$ cat src/include/rename_defines.svh
/*
  rename defines
  register counts and index widths shared by the rename slice.
*/
`ifndef RENAME_DEFINES_SVH
`define RENAME_DEFINES_SVH

//////////////////////////////////////////////////
// register file sizes
//////////////////////////////////////////////////
`define RN_ARCH_REGS 32  // architectural registers x0..x31.
`define RN_PHYS_REGS 64  // physical register file entries.

//////////////////////////////////////////////////
// index widths
//////////////////////////////////////////////////
`define RN_ARCH_W 5      // log2 of RN_ARCH_REGS.
`define RN_PHYS_W 6      // log2 of RN_PHYS_REGS.

// ids not held by the map at reset live in the freelist.
`define RN_FREE_SIZE (`RN_PHYS_REGS - `RN_ARCH_REGS)

`endif

$ cat src/rename_pkg.sv
/*
  rename package
  register index types and the request / renamed-op structs.
*/
`include "rename_defines.svh"

package rename_pkg;

  //////////////////////////////////////////////////
  // register index types
  //////////////////////////////////////////////////

  // architectural register index.
  typedef logic [`RN_ARCH_W-1:0] arch_reg_t;

  // physical register id.
  typedef logic [`RN_PHYS_W-1:0] phys_reg_t;

  //////////////////////////////////////////////////
  // rename request and result
  //////////////////////////////////////////////////

  // incoming decoded op, only the register fields matter here.
  typedef struct packed {
    arch_reg_t rs1;    // first source.
    arch_reg_t rs2;    // second source.
    arch_reg_t rd;     // destination.
    logic      rd_wr;  // op writes rd.
  } rn_req_t;

  // renamed op handed to dispatch.
  typedef struct packed {
    phys_reg_t prs1;       // physical id of rs1.
    phys_reg_t prs2;       // physical id of rs2.
    phys_reg_t prd;        // freshly allocated id for rd.
    phys_reg_t old_prd;    // previous mapping of rd, freed at commit.
    logic      prd_valid;  // prd / old_prd carry meaning.
  } rn_op_t;

endpackage

$ cat src/phys_freelist.sv
/*
  physical register freelist
  circular fifo of free physical ids, one pop and one push per cycle.
*/
`timescale 1ns/1ps

module phys_freelist #(
  parameter int SIZE  = 32,
  parameter int WIDTH = 6,
  parameter int INIT  = 32
) (
  input  logic             i_clk,
  input  logic             i_reset_n,

  input  logic             i_push,     // return a retired id.
  input  logic [WIDTH-1:0] i_push_id,

  input  logic             i_pop,      // consume the head id.
  output logic [WIDTH-1:0] o_pop_id,

  output logic             o_is_empty
);

  localparam int PTR_W = (SIZE > 1) ? $clog2(SIZE) : 1;

  //////////////////////////////////////////////////
  // storage and pointers
  //////////////////////////////////////////////////
  logic [WIDTH-1:0] r_ids [SIZE];  // id slots.
  logic [PTR_W-1:0] r_head_ptr;    // next id to hand out.
  logic [PTR_W-1:0] r_tail_ptr;    // next free slot for a push.
  logic [SIZE-1:0]  r_active;      // slot holds a valid id.

  logic [PTR_W-1:0] w_head_nxt;
  logic [PTR_W-1:0] w_tail_nxt;

  // wrap explicitly so non power of two depths work.
  assign w_head_nxt = (r_head_ptr == PTR_W'(SIZE - 1)) ? '0 : r_head_ptr + 1'b1;
  assign w_tail_nxt = (r_tail_ptr == PTR_W'(SIZE - 1)) ? '0 : r_tail_ptr + 1'b1;

  //////////////////////////////////////////////////
  // pointer and occupancy update
  //////////////////////////////////////////////////
  always_ff @(posedge i_clk or negedge i_reset_n) begin
    if (!i_reset_n) begin
      r_head_ptr <= '0;
      r_tail_ptr <= '0;   // list starts full so tail wraps onto head.
      r_active   <= '1;
      for (int i = 0; i < SIZE; i++) begin
        r_ids[i] <= WIDTH'(INIT + i);  // ids INIT .. INIT+SIZE-1 in order.
      end
    end else begin
      if (i_pop) begin
        r_head_ptr           <= w_head_nxt;
        r_active[r_head_ptr] <= 1'b0;
      end
      // push comes after pop so a refill of the same slot keeps it active.
      if (i_push) begin
        r_tail_ptr           <= w_tail_nxt;
        r_active[r_tail_ptr] <= 1'b1;
        r_ids[r_tail_ptr]    <= i_push_id;
      end
    end
  end

  //////////////////////////////////////////////////
  // outputs
  //////////////////////////////////////////////////
  assign o_pop_id   = r_ids[r_head_ptr];  // head is visible before the pop.
  assign o_is_empty = ~(|r_active);

  //////////////////////////////////////////////////
  // checks
  //////////////////////////////////////////////////

  // the consumer must look at o_is_empty before popping.
  a_no_pop_empty : assert property (
    @(posedge i_clk) disable iff (!i_reset_n)
    i_pop |-> !o_is_empty
  ) else $error("freelist popped while empty");

  // more ids returned than were handed out means a double commit.
  a_no_push_full : assert property (
    @(posedge i_clk) disable iff (!i_reset_n)
    (i_push && (&r_active)) |-> i_pop
  ) else $error("freelist pushed while full");

endmodule

$ cat src/rename_map_table.sv
/*
  rename map table
  architectural to physical mapping, three read ports and one write port.
*/
`timescale 1ns/1ps
`include "rename_defines.svh"

module rename_map_table (
  input  logic                  i_clk,
  input  logic                  i_reset_n,

  // read side, all combinational.
  input  rename_pkg::arch_reg_t i_rs1,
  input  rename_pkg::arch_reg_t i_rs2,
  input  rename_pkg::arch_reg_t i_rd,
  output rename_pkg::phys_reg_t o_prs1,
  output rename_pkg::phys_reg_t o_prs2,
  output rename_pkg::phys_reg_t o_old_prd,

  // write side, lands at the clock edge.
  input  logic                  i_wr_en,
  input  rename_pkg::arch_reg_t i_wr_idx,
  input  rename_pkg::phys_reg_t i_wr_pid
);

  //////////////////////////////////////////////////
  // mapping storage
  //////////////////////////////////////////////////
  rename_pkg::phys_reg_t r_map [`RN_ARCH_REGS];  // current id per arch reg.

  always_ff @(posedge i_clk or negedge i_reset_n) begin
    if (!i_reset_n) begin
      // identity map, arch i lives in phys i.
      for (int i = 0; i < `RN_ARCH_REGS; i++) begin
        r_map[i] <= rename_pkg::phys_reg_t'(i);
      end
    end else if (i_wr_en) begin
      r_map[i_wr_idx] <= i_wr_pid;  // visible to the next request.
    end
  end

  //////////////////////////////////////////////////
  // read ports
  //////////////////////////////////////////////////

  // reads see the mapping before this cycle's write.
  // same-op sources therefore read the old value, as they should.
  assign o_prs1    = r_map[i_rs1];
  assign o_prs2    = r_map[i_rs2];
  assign o_old_prd = r_map[i_rd];  // becomes old_prd of the renamed op.

  //////////////////////////////////////////////////
  // checks
  //////////////////////////////////////////////////

  // x0 is hardwired, its mapping must stay at phys 0 forever.
  a_no_wr_x0 : assert property (
    @(posedge i_clk) disable iff (!i_reset_n)
    i_wr_en |-> (i_wr_idx != '0)
  ) else $error("map table write to x0");

endmodule

$ cat src/rename_stage.sv
/*
  rename stage
  merges map reads with the freelist head into one registered renamed op.
*/
`timescale 1ns/1ps

module rename_stage (
  input  logic                  i_clk,
  input  logic                  i_reset_n,

  // request side.
  input  logic                  i_rn_valid,
  input  rename_pkg::rn_req_t   i_rn_req,
  output logic                  o_rn_stall,

  // map table reads.
  output rename_pkg::arch_reg_t o_map_rs1,
  output rename_pkg::arch_reg_t o_map_rs2,
  output rename_pkg::arch_reg_t o_map_rd,
  input  rename_pkg::phys_reg_t i_map_prs1,
  input  rename_pkg::phys_reg_t i_map_prs2,
  input  rename_pkg::phys_reg_t i_map_old_prd,

  // freelist head.
  input  rename_pkg::phys_reg_t i_free_id,
  input  logic                  i_free_empty,
  output logic                  o_free_pop,

  // map table write.
  output logic                  o_map_wr_en,
  output rename_pkg::arch_reg_t o_map_wr_idx,
  output rename_pkg::phys_reg_t o_map_wr_pid,

  // renamed op.
  output logic                  o_rn_valid,
  output rename_pkg::rn_op_t    o_rn_op
);

  logic               w_has_dst;  // op really writes a register.
  logic               w_accept;   // request taken at this edge.
  logic               w_alloc;    // accept that needs a new id.
  rename_pkg::rn_op_t w_op;
  logic               r_rn_valid;
  rename_pkg::rn_op_t r_rn_op;

  //////////////////////////////////////////////////
  // decode and handshake
  //////////////////////////////////////////////////
  assign w_has_dst  = i_rn_req.rd_wr && (i_rn_req.rd != '0);  // x0 writes are dropped.
  assign o_rn_stall = i_rn_valid && w_has_dst && i_free_empty;
  assign w_accept   = i_rn_valid && !o_rn_stall;
  assign w_alloc    = w_accept && w_has_dst;

  // map lookups straight from the request fields.
  assign o_map_rs1 = i_rn_req.rs1;
  assign o_map_rs2 = i_rn_req.rs2;
  assign o_map_rd  = i_rn_req.rd;

  // pop the head id and bind it to rd in the same cycle.
  assign o_free_pop   = w_alloc;
  assign o_map_wr_en  = w_alloc;
  assign o_map_wr_idx = i_rn_req.rd;
  assign o_map_wr_pid = i_free_id;

  //////////////////////////////////////////////////
  // op assembly
  //////////////////////////////////////////////////
  always_comb begin
    w_op.prs1      = i_map_prs1;
    w_op.prs2      = i_map_prs2;
    w_op.prd_valid = w_has_dst;
    w_op.prd       = w_has_dst ? i_free_id : '0;      // zeroed when nothing is written.
    w_op.old_prd   = w_has_dst ? i_map_old_prd : '0;
  end

  //////////////////////////////////////////////////
  // output register
  //////////////////////////////////////////////////
  always_ff @(posedge i_clk or negedge i_reset_n) begin
    if (!i_reset_n) begin
      r_rn_valid <= 1'b0;
    end else begin
      r_rn_valid <= w_accept;  // one pulse per accepted request.
    end
  end

  always_ff @(posedge i_clk) begin
    if (w_accept) begin
      r_rn_op <= w_op;  // payload only moves with a valid request.
    end
  end

  assign o_rn_valid = r_rn_valid;
  assign o_rn_op    = r_rn_op;

  //////////////////////////////////////////////////
  // checks
  //////////////////////////////////////////////////

  // a fresh id never equals the mapping it replaces, else a live id was freed twice.
  a_fresh_prd : assert property (
    @(posedge i_clk) disable iff (!i_reset_n)
    (o_rn_valid && o_rn_op.prd_valid) |-> (o_rn_op.prd != o_rn_op.old_prd)
  ) else $error("renamed op got back the id it replaces");

endmodule

$ cat src/rename_top.sv
/*
  rename top
  single-wide register rename with map table, freelist and commit return port.
*/
`timescale 1ns/1ps
`include "rename_defines.svh"

module rename_top (
  input  logic                  i_clk,
  input  logic                  i_reset_n,

  // rename request.
  input  logic                  i_rn_valid,
  input  rename_pkg::rn_req_t   i_rn_req,
  output logic                  o_rn_stall,

  // renamed op, one cycle after accept.
  output logic                  o_rn_valid,
  output rename_pkg::rn_op_t    o_rn_op,

  // commit returns a retired old id.
  input  logic                  i_commit_valid,
  input  rename_pkg::phys_reg_t i_commit_pid
);

  //////////////////////////////////////////////////
  // internal nets
  //////////////////////////////////////////////////
  rename_pkg::arch_reg_t w_map_rs1;
  rename_pkg::arch_reg_t w_map_rs2;
  rename_pkg::arch_reg_t w_map_rd;
  rename_pkg::phys_reg_t w_map_prs1;
  rename_pkg::phys_reg_t w_map_prs2;
  rename_pkg::phys_reg_t w_map_old_prd;

  logic                  w_map_wr_en;
  rename_pkg::arch_reg_t w_map_wr_idx;
  rename_pkg::phys_reg_t w_map_wr_pid;

  rename_pkg::phys_reg_t w_free_id;  // freelist head.
  logic                  w_free_empty;
  logic                  w_free_pop;

  //////////////////////////////////////////////////
  // freelist, non-architectural ids only
  //////////////////////////////////////////////////
  phys_freelist #(
    .SIZE  (`RN_FREE_SIZE),
    .WIDTH (`RN_PHYS_W),
    .INIT  (`RN_ARCH_REGS)
  ) u_freelist (
    .i_clk      (i_clk),
    .i_reset_n  (i_reset_n),
    .i_push     (i_commit_valid),  // commit goes straight to the push side.
    .i_push_id  (i_commit_pid),
    .i_pop      (w_free_pop),
    .o_pop_id   (w_free_id),
    .o_is_empty (w_free_empty)
  );

  //////////////////////////////////////////////////
  // map table
  //////////////////////////////////////////////////
  rename_map_table u_map_table (
    .i_clk     (i_clk),
    .i_reset_n (i_reset_n),
    .i_rs1     (w_map_rs1),
    .i_rs2     (w_map_rs2),
    .i_rd      (w_map_rd),
    .o_prs1    (w_map_prs1),
    .o_prs2    (w_map_prs2),
    .o_old_prd (w_map_old_prd),
    .i_wr_en   (w_map_wr_en),
    .i_wr_idx  (w_map_wr_idx),
    .i_wr_pid  (w_map_wr_pid)
  );

  //////////////////////////////////////////////////
  // rename stage
  //////////////////////////////////////////////////
  rename_stage u_stage (
    .i_clk         (i_clk),
    .i_reset_n     (i_reset_n),
    .i_rn_valid    (i_rn_valid),
    .i_rn_req      (i_rn_req),
    .o_rn_stall    (o_rn_stall),
    .o_map_rs1     (w_map_rs1),
    .o_map_rs2     (w_map_rs2),
    .o_map_rd      (w_map_rd),
    .i_map_prs1    (w_map_prs1),
    .i_map_prs2    (w_map_prs2),
    .i_map_old_prd (w_map_old_prd),
    .i_free_id     (w_free_id),
    .i_free_empty  (w_free_empty),
    .o_free_pop    (w_free_pop),
    .o_map_wr_en   (w_map_wr_en),
    .o_map_wr_idx  (w_map_wr_idx),
    .o_map_wr_pid  (w_map_wr_pid),
    .o_rn_valid    (o_rn_valid),
    .o_rn_op       (o_rn_op)
  );

endmodule

$ cat config.mk
export PLATFORM = sky130hd
export DESIGN_NAME = rename_top
export DESIGN_NICKNAME = d
export VERILOG_FILES = /design/src/rename_pkg.sv /design/src/phys_freelist.sv /design/src/rename_map_table.sv /design/src/rename_stage.sv /design/src/rename_top.sv
export VERILOG_INCLUDE_DIRS = /design/src /design/src/include
export SDC_FILE = /design/constraint.sdc
export NUM_CORES = 1
export LEC_CHECK = 0
export BUFFER_PORTS_ARGS = -buffer_cell sky130_fd_sc_hd__buf_2
export CORE_ASPECT_RATIO = 1.1
export CORE_MARGIN = 5
export CORE_UTILIZATION = 35
export CTS_CLUSTER_DIAMETER = 100
export DETAILED_ROUTE_END_ITERATION = 8
export PLACE_DENSITY = 0.6
export RECOVER_POWER = 25
export SLEW_MARGIN = 20
export SYNTH_ARGS = -nofsm -noshare
export SYNTH_HDL_FRONTEND = slang
export SYNTH_SLANG_ARGS = --single-unit
$ cat constraint.sdc
create_clock -name i_clk -period 6.95 [get_ports i_clk]
set_input_delay 0 -clock i_clk [delete_from_list [all_inputs] [get_ports i_clk]]
set_output_delay 0 -clock i_clk [all_outputs]
set_load 0.02 [all_outputs]
==> impl_metrics.json <==
{
  "synth_seq_cells": 452,
  "placement_rows": 101,
  "combinationalPowerShare_pct": 30.6,
  "rsz0062_at_grt": "no",
  "grt_max_degree": 163,
  "pin_count": 53,
  "swShare_pct": 32.94,
  "wirelength_um": 65390,
  "drv_slew": 118,
  "htree_levels": 2,
  "violations": "max-capacitance violations, max-slew violations",
  "hpwl_um": 42640,
  "powerDensity_nw_per_um2": 402.6,
  "r2r_cells": 6,
  "status": "finished, violations left",
  "yosys_warnings": 0,
  "cts_root_buffer": "clkbuf_16",
  "final.min_clock_period_ns": 4.144,
  "drc": 0,
  "final_nets": 1669,
  "hold_class": "primary input to asynchronous set/reset pin",
  "grt_remaining_overflow": 0,
  "vias_per_cell": 5.676,
  "fin_area_sq_um": 26530,
  "area_delta_synth_final_pct": 9.997,
  "vias": 14762,
  "p_leak_nw": 10.81,
  "die_area_sq_um": 74260,
  "clock_path_buffers": 3,
  "cts_resized": 0,
  "max_cap_violations": 1,
  "synth_top_area_share_pct": 24.40,
  "clk_latency_ns": 0.61,
  "placedCellCount": 2503,
  "crit_slowest_cell": "dfrtp_4",
  "syn_inst": 1648,
  "ir_drop_mv": 0.1901,
  "end_kind": "flop",
  "cp_data_arrival_time_ns": 4.61,
  "cts.clk_slew.worst_paths_ns": 0.06,
  "r2r-start": "u_freelist.r_head_ptr[0]$_DFFE_PN0P_",
  "portBuffers": 52,
  "ant_nets": 0,
  "fin_cells": 2601,
  "cts_inserted_buffers": 50,
  "timing.final.ws_setup_ns": 2.806,
  "worstPathMaxFanout": 58,
  "cts_hold_buf": 5,
  "syn_area_per_cell_sq_um": 14.63,
  "fp.dieH_um": 285.3,
  "rr_endpoint": "u_map_table.r_map[159]$_DFFE_PN0P_",
  "antenna_found_initial": 2,
  "skew_ns": 0.02743,
  "ff2ff_setup_slack_ns": 2.81,
  "tightest_slew_ns": 2.953,
  "critical_path.startpoint_type": "flop",
  "cp.required_ns": 7.42,
  "initial_core_util_pct": 35.15,
  "multi_input_comb_area_sq_um": 11590,
  "min_period_over_period_pct": 59.62,
  "internal_power_mw": 7.162,
  "fillers": 6337,
  "cp_cell_sequence": "buf_4 -> mux2i_1 -> o22ai_1 -> nor4_2 -> nand2_2 -> mux2_2",
  "cts.sinks": 452,
  "p_seq_share_pct": 44.5,
  "whs_ns": 0.07310,
  "cp-startpoint": "u_freelist.r_head_ptr[0]$_DFFE_PN0P_",
  "layout-drive-gt1-share_pct": 54.60,
  "grt_first_pass_wirelength_um": 100200,
  "drt_iter0_markers": 1139,
  "critical_path.max_stage_delay_ns": 0.94,
  "syn_nets": 1684,
  "grtUsageTotal_pct": 17.43,
  "clockPowerShare_pct": 24.9,
  "synth_area_sq_um": 24120,
  "die_w_um": 260.3,
  "max-slew-margin-rel_pct": -96.84,
  "pre_cts_ws_ns": 2.841,
  "seq_area_frac_synth_pct": 48.58,
  "place_area_sq_um": 24890,
  "grt_pass1_vias": 15560,
  "post_drt_wl_per_cell_um": 25.14,
  "setup-violations-final": 0,
  "antenna-diode-count": 0,
  "synth_area_leader_cell": "dfstp_2",
  "gp_congestion": 0.8228,
  "fmax_mhz": 241.3,
  "core_sq_um": 68620,
  "ys_top_cells_by_area": "dfstp_2, dfrtp_1, mux2_2",
  "drt_pass1_iterations": 6,
  "crit_path_end": "u_map_table.r_map[159]$_DFFE_PN0P_",
  "regArea_sq_um": 11720,
  "switchingPower_mw": 3.518,
  "cts_setup_buffers": 0,
  "finalSetupTns_ns": 0,
  "tritoncts": "done",
  "synth_cell_types": 51,
  "hold_viol": 0,
  "worst-setup-path-type": "flop to flop"
}
[worst max-delay path, delay by kind of cell, from the launching register on]
family,cells,cell delay (ns)
multiplexers,2,0.75
AND/OR/NAND/NOR,2,1.11
flip-flops,1,0.94
buffers and inverters,1,0.89
AO/OA/AOI/OAI,1,0.18
[registers in the layout, summed over array words and instances (netlist names)]
name,flops
u_map_table.r_map,192
u_freelist.r_ids,192
u_stage.o_rn_op,25
u_freelist.r_head_ptr,5
u_stage.o_rn_valid,1
u_freelist.r_tail_ptr,5
u_freelist.r_active,32
[routing by layer]
metal / wire, um / global-route usage, %
met5: 21 / 0
met3: 3553 / 2.975
met1: 26840 / 22.56
met4: 2216 / 5.945
met2: 32760 / 29.66
[cell usage in the layout (no fill, tap or decap), types with 11 or more instances in the layout]
| cell type | instances |
|---|---|
| a22oi_1 | 12 |
| mux2_2 | 379 |
| mux4_2 | 146 |
| or3_1 | 12 |
| nor3_1 | 13 |
| buf_4 | 11 |
| dfstp_2 | 224 |
| nand2_1 | 17 |
| dfrtp_1 | 202 |
| edfxtp_1 | 25 |
| a21o_1 | 32 |
| nand3_2 | 26 |
| o22ai_1 | 59 |
| mux2i_1 | 139 |
| nor2_1 | 46 |
| clkbuf_16 | 50 |
| nand3_1 | 43 |
| nor4_2 | 12 |
| buf_2 | 24 |
| clkbuf_1 | 47 |
[kinds of logic after synthesis]
family / count (synthesis) / share of synthesized area, %
compound gates: 141 / 4.000
fa+ha+maj: 10 / 0.5188
buf+inv: 145 / 3.424
flops: 452 / 48.58
mux: 665 / 37.16
simple gates: 235 / 6.314
[layout make-up]
class | instances | share of cell area (%)
flip-flops and latches | 452 | 44.18
multi-input cells | 1051 | 43.68
clock buffers | 79 | 5.429
well taps | 927 | 4.372
repair buffers | 69 | 1.472
clock inverters | 14 | 0.7405
inverters | 9 | 0.1273
[how the worst min path moves through the flow]
stage / endpoint / slack (ns) / start / cells past startpoint
CTS: u_stage.o_rn_op[0]$_DFFE_PP_ / 0.04 / i_rn_req[0] / 3
global route: u_freelist.r_ids[8]$_DFFE_PN1P_ / 0.08 / i_commit_pid[2] / 2
detailed placement: u_map_table.r_map[162]$_DFFE_PN0P_ / 0.12 / i_reset_n / 1
global placement: u_map_table.r_map[162]$_DFFE_PN0P_ / 0.11 / i_reset_n / 1
finish: u_map_table.r_map[150]$_DFFE_PN0P_ / 0.07 / i_reset_n / 2
floorplan: u_freelist.r_head_ptr[0]$_DFFE_PN0P_ / -0.30 / i_reset_n / 0
[power by group through the flow]
stage | combinational (mW) | sequential, mW | clock [mW]
after floorplan | 2.74 | 4.48 | 0
after detailed placement | 3.30 | 4.77 | 0
after global routing | 3.52 | 4.88 | 2.83
after global placement | 3.22 | 4.69 | 0
after CTS | 3.31 | 4.73 | 2.73
final | 3.27 | 4.75 | 2.66
[cell usage after synthesis (all sizes together)]
master,count
a21oi,7
mux4,146
ha,10
a22o,6
nand4b,4
a221oi,6
a311oi,2
or3,12
nor3,14
o211a,1
edfxtp,25
mux2,380
nand4bb,6
nor4,20
or4b,4
nand4,3
o21ai,7
and2,1
clkbuf,49
nand2,25
nand3,69
nor3b,7
buf,87
inv,9
a32o,1
nand3b,4
nor2,50
and3b,4
a22oi,12
a211oi,2
nand2b,2
a31oi,6
and3,4
mux2i,139
dfrtp,203
dfstp,224
o22ai,59
or4,1
nor2b,5
a21o,32
[per-stage QoR]
stage / utilization [%] / power, mW
floorplan: - / 7.229
global placement: 36.27 / 7.903
detailed placement: 36.27 / 8.069
CTS: 38.73 / 10.77
global route: 38.66 / 11.22
finish: 38.66 / 10.68
Power figures use the tool's default switching activity.
